==> src/rtl/dot_pkg.sv <==
package dot_pkg;

    // datapath and lane geometry
    localparam int DATA_WIDTH = 16;
    localparam int NUM_LANES  = 8;
    localparam int LANE_W     = $clog2(NUM_LANES);

    // apb bus widths
    localparam int APB_ADDR_W = 8;
    localparam int APB_DATA_W = 32;

    // register byte offsets
    localparam logic [APB_ADDR_W-1:0] ADDR_CTRL      = 8'h00;
    localparam logic [APB_ADDR_W-1:0] ADDR_STATUS    = 8'h04;
    localparam logic [APB_ADDR_W-1:0] ADDR_RESULT    = 8'h08;
    localparam logic [APB_ADDR_W-1:0] ADDR_OPND_BASE = 8'h20;

    // ctrl word: start in bit 0, lane mask in bits 15:8
    typedef struct packed {
        logic [23-NUM_LANES:0] rsvd_hi;
        logic [NUM_LANES-1:0]  mask;
        logic [6:0]            rsvd_lo;
        logic                  start;
    } ctrl_t;

    // operand word: weight high half, activation low half
    typedef struct packed {
        logic [DATA_WIDTH-1:0] weight;
        logic [DATA_WIDTH-1:0] act;
    } opnd_pair_t;

    // one write word, read as ctrl or as operand pair by address
    typedef union packed {
        ctrl_t      ctrl;
        opnd_pair_t pair;
    } apb_word_u;

    typedef struct packed {
        logic                                 token;
        logic [NUM_LANES-1:0]                 mask;
        logic [NUM_LANES-1:0][DATA_WIDTH-1:0] weight;
        logic [NUM_LANES-1:0][DATA_WIDTH-1:0] act;
    } operand_vec_t;

    typedef struct packed {
        logic                                 token;
        logic [NUM_LANES-1:0]                 mask;
        logic [NUM_LANES-1:0][DATA_WIDTH-1:0] prod;
    } product_vec_t;

    typedef struct packed {
        logic                  token;
        logic                  any_valid;
        logic [DATA_WIDTH-1:0] sum;
    } tree_out_t;

endpackage

==> src/rtl/apb_regs.sv <==
`timescale 1ns/10ps

module apb_regs (
    input  logic                           i_clk,
    input  logic                           i_rst,
    input  logic                           i_psel,
    input  logic                           i_penable,
    input  logic                           i_pwrite,
    input  logic [dot_pkg::APB_ADDR_W-1:0] i_paddr,
    input  logic [dot_pkg::APB_DATA_W-1:0] i_pwdata,
    input  logic [dot_pkg::DATA_WIDTH-1:0] i_result,
    input  logic                           i_done,
    input  logic                           i_empty,
    output logic [dot_pkg::APB_DATA_W-1:0] o_prdata,
    output logic                           o_pready,
    output logic                           o_pslverr,
    output logic                           o_clear_done,
    output dot_pkg::operand_vec_t          o_opnd
);
    import dot_pkg::*;

    apb_word_u                            wdata;
    apb_word_u                            rdata;
    logic                                 access;
    logic                                 wr_access;
    logic                                 rd_access;
    logic                                 sel_ctrl;
    logic                                 sel_status;
    logic                                 sel_result;
    logic                                 sel_opnd;
    logic                                 start_wr;
    logic [APB_ADDR_W-1:0]                opnd_off;
    logic [LANE_W-1:0]                    opnd_idx;
    logic [NUM_LANES-1:0]                 mask_q;
    logic [NUM_LANES-1:0][DATA_WIDTH-1:0] weight_q;
    logic [NUM_LANES-1:0][DATA_WIDTH-1:0] act_q;

    // access phase of a transfer, no wait states
    assign access    = i_psel && i_penable;
    assign wr_access = access && i_pwrite;
    assign rd_access = access && !i_pwrite;
    assign o_pready  = 1'b1;

    // same word seen as ctrl or operand pair
    assign wdata = i_pwdata;

    // address decode
    assign sel_ctrl   = (i_paddr == ADDR_CTRL);
    assign sel_status = (i_paddr == ADDR_STATUS);
    assign sel_result = (i_paddr == ADDR_RESULT);
    assign opnd_off   = i_paddr - ADDR_OPND_BASE;
    assign sel_opnd   = (i_paddr >= ADDR_OPND_BASE)
                     && (opnd_off < APB_ADDR_W'(4 * NUM_LANES))
                     && (i_paddr[1:0] == 2'b00);
    // word index of the operand pair
    assign opnd_idx   = opnd_off[LANE_W+1:2];

    // unmapped address flags an error in the access cycle
    assign o_pslverr = access && !(sel_ctrl || sel_status || sel_result || sel_opnd);

    // any ctrl write drops done
    assign o_clear_done = wr_access && sel_ctrl;
    assign start_wr     = wr_access && sel_ctrl && wdata.ctrl.start;

    // mask and operand storage
    always_ff @(posedge i_clk)
    begin
        if (i_rst)
        begin
            mask_q   <= '0;
            weight_q <= '0;
            act_q    <= '0;
        end
        else if (wr_access)
        begin
            if (sel_ctrl)
            begin
                mask_q <= wdata.ctrl.mask;
            end
            if (sel_opnd)
            begin
                weight_q[opnd_idx] <= wdata.pair.weight;
                act_q[opnd_idx]    <= wdata.pair.act;
            end
        end
    end

    // one-cycle token per start write
    always_ff @(posedge i_clk)
    begin
        if (i_rst)
        begin
            o_opnd.token <= 1'b0;
        end
        else
        begin
            o_opnd.token <= start_wr;
        end
    end

    // snapshot rides with the token, mask taken from the same write
    always_ff @(posedge i_clk)
    begin
        if (start_wr)
        begin
            o_opnd.mask   <= wdata.ctrl.mask;
            o_opnd.weight <= weight_q;
            o_opnd.act    <= act_q;
        end
    end

    // readback mux, zero outside a read access
    always_comb
    begin
        rdata = '0;
        if (rd_access)
        begin
            if (sel_ctrl)
            begin
                rdata.ctrl.mask = mask_q;
            end
            else if (sel_status)
            begin
                rdata = {30'd0, i_empty, i_done};
            end
            else if (sel_result)
            begin
                rdata = APB_DATA_W'(i_result);
            end
            else if (sel_opnd)
            begin
                rdata.pair.weight = weight_q[opnd_idx];
                rdata.pair.act    = act_q[opnd_idx];
            end
        end
    end

    assign o_prdata = rdata;

endmodule

==> src/rtl/mult_array.sv <==
`timescale 1ns/10ps

module mult_array (
    input  logic                  i_clk,
    input  logic                  i_rst,
    input  dot_pkg::operand_vec_t i_opnd,
    output dot_pkg::product_vec_t o_prod
);
    import dot_pkg::*;

    // token is the only control state here
    always_ff @(posedge i_clk)
    begin
        if (i_rst)
        begin
            o_prod.token <= 1'b0;
        end
        else
        begin
            o_prod.token <= i_opnd.token;
        end
    end

    // lane products, all lanes multiply
    // 16-bit target keeps the low half only, wraps mod 2^16
    always_ff @(posedge i_clk)
    begin
        o_prod.mask <= i_opnd.mask;
        for (int k = 0; k < NUM_LANES; k++)
        begin
            o_prod.prod[k] <= DATA_WIDTH'(i_opnd.weight[k] * i_opnd.act[k]);
        end
    end

endmodule

==> src/rtl/adder_tree_comb.sv <==
`timescale 1ns/10ps

module adder_tree_comb #(
    parameter int N_IN = 8,
    parameter int W    = 16
) (
    input  logic [N_IN-1:0]        i_valid,
    input  logic [N_IN-1:0][W-1:0] i_data,
    input  logic                   i_token,
    output logic [W-1:0]           o_sum,
    output logic                   o_valid,
    output logic                   o_token
);

    // ceiling so that a non power of two count still reaches one root
    localparam int NUM_LEVEL = $clog2(N_IN);

    for (genvar l = 0; l <= NUM_LEVEL; l++)
    begin : g_lvl
        // nodes in this level, ceil(N_IN / 2^l)
        localparam int CNT = (N_IN + (1 << l) - 1) >> l;

        logic [W-1:0] data [CNT];
        logic         vld  [CNT];

        if (l == 0)
        begin : g_leaf
            for (genvar j = 0; j < CNT; j++)
            begin : g_in
                assign data[j] = i_data[j];
                assign vld[j]  = i_valid[j];
            end
        end
        else
        begin : g_add
            // node count of the level feeding this one
            localparam int PREV = (N_IN + (1 << (l - 1)) - 1) >> (l - 1);

            for (genvar j = 0; j < CNT; j++)
            begin : g_node
                logic [W-1:0] a_d;
                logic [W-1:0] b_d;
                logic         a_v;
                logic         b_v;

                assign a_d = g_lvl[l-1].data[2*j];
                assign a_v = g_lvl[l-1].vld[2*j];

                if (2 * j + 1 < PREV)
                begin : g_pair
                    assign b_d = g_lvl[l-1].data[2*j+1];
                    assign b_v = g_lvl[l-1].vld[2*j+1];
                end
                else
                begin : g_pad
                    // odd node, partner is an invalid zero
                    assign b_d = '0;
                    assign b_v = 1'b0;
                end

                // add both, pass the valid one, or invalid zero
                always_comb
                begin
                    case ({b_v, a_v})
                        2'b11:   data[j] = a_d + b_d;
                        2'b01:   data[j] = a_d;
                        2'b10:   data[j] = b_d;
                        default: data[j] = '0;
                    endcase
                    vld[j] = a_v || b_v;
                end
            end
        end
    end

    // root node
    assign o_sum   = g_lvl[NUM_LEVEL].data[0];
    assign o_valid = g_lvl[NUM_LEVEL].vld[0];
    // no state, token passes in the same cycle
    assign o_token = i_token;

endmodule

==> src/rtl/result_reg.sv <==
`timescale 1ns/10ps

module result_reg (
    input  logic                           i_clk,
    input  logic                           i_rst,
    input  dot_pkg::tree_out_t             i_tree,
    input  logic                           i_clear_done,
    output logic [dot_pkg::DATA_WIDTH-1:0] o_result,
    output logic                           o_done,
    output logic                           o_empty
);
    import dot_pkg::*;

    always_ff @(posedge i_clk)
    begin
        if (i_rst)
        begin
            o_result <= '0;
            o_done   <= 1'b0;
            o_empty  <= 1'b0;
        end
        else if (i_tree.token)
        begin
            // empty mask stores zero
            o_result <= i_tree.any_valid ? i_tree.sum : DATA_WIDTH'(0);
            o_done   <= 1'b1;
            o_empty  <= !i_tree.any_valid;
        end
        else if (i_clear_done)
        begin
            // result and empty stay readable
            o_done <= 1'b0;
        end
    end

endmodule

==> src/rtl/dot_engine_top.sv <==
`timescale 1ns/10ps

module dot_engine_top (
    input  logic                           i_clk,
    input  logic                           i_rst,
    input  logic                           i_psel,
    input  logic                           i_penable,
    input  logic                           i_pwrite,
    input  logic [dot_pkg::APB_ADDR_W-1:0] i_paddr,
    input  logic [dot_pkg::APB_DATA_W-1:0] i_pwdata,
    output logic [dot_pkg::APB_DATA_W-1:0] o_prdata,
    output logic                           o_pready,
    output logic                           o_pslverr
);
    import dot_pkg::*;

    operand_vec_t          opnd;
    product_vec_t          prod;
    tree_out_t             tree;
    logic [DATA_WIDTH-1:0] result;
    logic                  done;
    logic                  empty;
    logic                  clear_done;

    // input side, apb slave and operand storage
    apb_regs u_apb_regs (
        .i_clk        (i_clk),
        .i_rst        (i_rst),
        .i_psel       (i_psel),
        .i_penable    (i_penable),
        .i_pwrite     (i_pwrite),
        .i_paddr      (i_paddr),
        .i_pwdata     (i_pwdata),
        .i_result     (result),
        .i_done       (done),
        .i_empty      (empty),
        .o_prdata     (o_prdata),
        .o_pready     (o_pready),
        .o_pslverr    (o_pslverr),
        .o_clear_done (clear_done),
        .o_opnd       (opnd)
    );

    // registered products, one cycle after start
    mult_array u_mult_array (
        .i_clk  (i_clk),
        .i_rst  (i_rst),
        .i_opnd (opnd),
        .o_prod (prod)
    );

    // masked reduction, lane mask doubles as per-lane valid
    adder_tree_comb #(
        .N_IN (NUM_LANES),
        .W    (DATA_WIDTH)
    ) u_adder_tree_comb (
        .i_valid (prod.mask),
        .i_data  (prod.prod),
        .i_token (prod.token),
        .o_sum   (tree.sum),
        .o_valid (tree.any_valid),
        .o_token (tree.token)
    );

    // output side, sum and flags for readback
    result_reg u_result_reg (
        .i_clk        (i_clk),
        .i_rst        (i_rst),
        .i_tree       (tree),
        .i_clear_done (clear_done),
        .o_result     (result),
        .o_done       (done),
        .o_empty      (empty)
    );

endmodule

==> config.mk <==
export PLATFORM = sky130hd
export DESIGN_NAME = dot_engine_top
export DESIGN_NICKNAME = d
export VERILOG_FILES = /design/src/rtl/dot_pkg.sv /design/src/rtl/apb_regs.sv /design/src/rtl/mult_array.sv /design/src/rtl/adder_tree_comb.sv /design/src/rtl/result_reg.sv /design/src/rtl/dot_engine_top.sv
export SDC_FILE = /design/constraint.sdc
export NUM_CORES = 2
export LEC_CHECK = 0
export BUFFER_PORTS_ARGS = -buffer_cell sky130_fd_sc_hd__buf_2
export CORE_MARGIN = 2
export CORE_UTILIZATION = 30
export CTS_CLUSTER_DIAMETER = 80
export DETAILED_ROUTE_END_ITERATION = 10
export PLACE_DENSITY = 0.51
export SLEW_MARGIN = 20
export SYNTH_ARGS = -nofsm -noshare
export SYNTH_HDL_FRONTEND = slang
export SYNTH_SLANG_ARGS = --single-unit
export TNS_END_PERCENT = 5
==> constraint.sdc <==
create_clock -name i_clk -period 20.2 [get_ports i_clk]
set_clock_uncertainty 0.1 [all_clocks]
set_input_delay 4.04 -clock i_clk [delete_from_list [all_inputs] [get_ports i_clk]]
set_output_delay 4.04 -clock i_clk [all_outputs]
set_load 0.03 [all_outputs]
==> qor.yml <==
run_status:
  status: "completed"
clock_tree:
  cts.sinks: 684
  cts_resized: 0
  cts_root_buf: "clkbuf_16"
  cts_setup_buffers: 0
  cts_buffer_depth: 3
  cts_made_buffers: 82
  path_clk_slew_ns: 0.06
  htreeDepth: 3
  ctsHoldBuffers: 0
  clkLatencyLatePin_ns: 0.71
  cts_tree: "built"
detailed_routing:
  wl_um: 196000
  vias: 45500
  first_iter_violations: 3657
  ant_nets: 0
  dr.pass1.iters: 6
  drcViolationCount: 0
  via_per_inst: 4.90
  wl_per_cell_um: 21.2
flow_run:
  drv_cap: 0
timing:
  finalMaxSlewViolations: 0
  worst_pin_slew_ns: 1.14
  slew_headroom_pct: 23.3
  final-setup-viol-count: 0
  final_hold_viol_count: 0
  fmax_ghz: 0.0879
  min_period_over_period_pct: 56.3
  grt_setup_unrepaired: "no"
  tns_ns: 0
  fin_crit_ns: 11.38
yosys:
  syn_avg_cell_area_um2: 9.16
  ys.flop_type: "dfxtp_1"
  ys_seq_area_share_pct: 26.9
  postSynthCellCount: 6633
  ys_warn_count: 0
  synth-edff-count: 264
  ys_ff_latch: 684
  netlist.area_leader.share_pct: 21.3
  synthTopCellsByArea: "fa_1 21%, dfxtp_1 14%, edfxtp_1 13%, ha_1 10%, nand2_1 7.8%"
  synth_top_area_cell: "fa_1"
  synth_cell_types: 87
  async_reset_ff_share_pct: 0
  syn-cell-area_um2: 60700
  syn-num-nets: 7823
global_route:
  antenna_found_initial: 10
  gr-usage-met2_pct: 31.4
  use_met1_pct: 25.5
  top_usage_layer: "met2"
  grt_pass1_wl_um: 297000
  grt_max_degree: 117
  grt_pass1_vias: 46300
  grt_util_met3_pct: 2.68
  grtUsageTotal_pct: 19.2
  grt-ovfl-total: 0
layout:
  nets: 7733
  drive_above_1_share_pct: 5.76
  fillers: 20700
  syn2layout_area_growth_pct: 9.55
  stdcell_area_um2: 66500
floorplan:
  initial_core_util_pct: 30.1
  row_count: 165
  io_pins: 79
  die_area_um2: 206000
  die_y_um: 454
  dieWidth_um: 454
  core_um2: 202000
pwr:
  p_per_area_nw_per_um2: 45.3
  power_leakage_nw: 29.5
  power.total_w: 0.00301
  irDropWorstVdd_mv: 0.0683
worst_setup_path:
  critPathLaunchType: "primary input"
  crit_path_cell_trace: "buf_4 -> buf_4 -> mux4_2 -> mux2i_1 -> nor2_1 -> a21oi_1 -> o21ai_0 -> buf_2"
  r2r_slack_ns: 13.38
  crit_path_top_delay_cell: "o21ai_0"
  cpPeakStageDelay_ns: 0.86
  cp_top_family: "buffers and inverters"
  path_buf_inv: 3
  cp_max_fo: 38
  crit_path_end_kind: "primary output"
  critPathKind: "in -> out"
  required_ns: 16.06
  worst_ep_arrival_time_ns: 7.24
  cpMostUsedCell: "buf_4"
placement:
  gp_congestion: 0.914
  dp_hpwl_um: 154000
  port-buffer-count: 77
  post_dp_cell_area_um2: 63800
hold_path:
  hold_class: "reg -> reg"
==> worst paths after layout <==
check / startpoint / to / depth (start not counted)
max: i_paddr[2] / o_prdata[14] / 8
max reg2reg: u_mult_array.o_prod[135] / u_result_reg.o_result[15] / 23
min reg2reg: u_apb_regs.o_opnd[262] / u_mult_array.o_prod[134] / 0
min: u_apb_regs.o_opnd[262] / u_mult_array.o_prod[134] / 0
==> final cells by class <==
class                   count  area, µm²  share of cell area, %
flip-flops and latches    684      16300                   24.6
diodes                      5       12.5                 0.0188
well taps                2672       3340                   5.02
multi-input cells        4616      39400                   59.2
repair buffers            130        798                   1.20
clock buffers             102       2170                   3.26
clock inverters            51        592                  0.889
inverters                1029       3860                   5.81
==> stage by stage <==
stage	hold WS, ns	worst slack (ns)	util, %	instances
6_report	0.237	8.82	33.0	9289
5_1_grt	0.244	8.77	33.0	9286
4_1_cts	0.240	8.86	33.0	9284
3_5_place_dp	0.229	8.86	31.6	9131
3_3_place_gp	0.226	8.92	31.6	9131
2_1_floorplan	0.223	2.84	-	6633
==> registers in the layout (all words and copies together) (netlist names) <==
signal and cells:
u_result_reg.o_empty 1, u_apb_regs.act_q 128, u_result_reg.o_result 16, u_mult_array.o_prod 137
u_apb_regs.o_opnd 265, u_apb_regs.mask_q 8, u_apb_regs.weight_q 128, u_result_reg.o_done 1
==> cell usage after synthesis (all sizes together), types with 20 or more instances <==
| cell | count |
|---|---|
| nand2 | 1269 |
| inv | 1028 |
| fa | 647 |
| and2 | 498 |
| ha | 498 |
| a21oi | 438 |
| dfxtp | 420 |
| xnor2 | 304 |
| clkbuf | 284 |
| edfxtp | 264 |
| nor2 | 183 |
| o21ai | 125 |
| xor2 | 87 |
| mux2i | 64 |
| mux4 | 64 |
| o21bai | 42 |
| a21o | 37 |
| nor3 | 31 |
| nor2b | 29 |
| nand3 | 26 |
| o21a | 23 |
| a31oi | 22 |
| buf | 20 |
==> logic make-up after synthesis <==
| logic type | Yosys count | share of synthesized area (%) |
|---|---|---|
| multiplexers | 139 | 3.64 |
| other | 1 | 0.00617 |
| buffers and inverters | 1333 | 8.30 |
| AO/OA/AOI/OAI | 830 | 8.23 |
| XOR/XNOR | 391 | 5.64 |
| AND/OR/NAND/NOR | 2110 | 15.7 |
| adder cells (fa/ha/maj) | 1145 | 31.6 |
| flip-flops | 684 | 26.9 |
==> cells in the final DEF (no fill, tap or decap), types with 13 or more instances in the layout <==
master	n
a22oi_1	16
nand3_1	24
o21ai_0	108
a211oi_1	15
xnor2_1	304
or3_1	13
buf_2	74
a21oi_1	434
o211ai_1	14
nor3_1	29
o21ai_1	16
nor2b_1	29
dfxtp_1	420
fa_1	647
clkbuf_1	18
clkbuf_16	84
edfxtp_1	264
xor2_1	87
mux4_2	64
a21o_1	36
a31oi_1	22
nand2_1	1269
o21a_1	23
and2_1	495
ha_1	498
buf_4	55
o21bai_1	41
a22o_1	17
nor2_1	180
inv_1	1028
mux2i_1	64
==> per-layer routing <==
layer  routed length, µm  share of wire, %
met5                  35             0.018
met4                8310               4.2
met3               11500               5.9
met2               91000                46
met1               85600                44
==> report_power, final <==
group	switching, W	internal, W
clock network	0.000655	0.000881
logic	0.0000439	0.0000124
registers	0.000000409	0.00142
(Power assumes the default switching activity.)
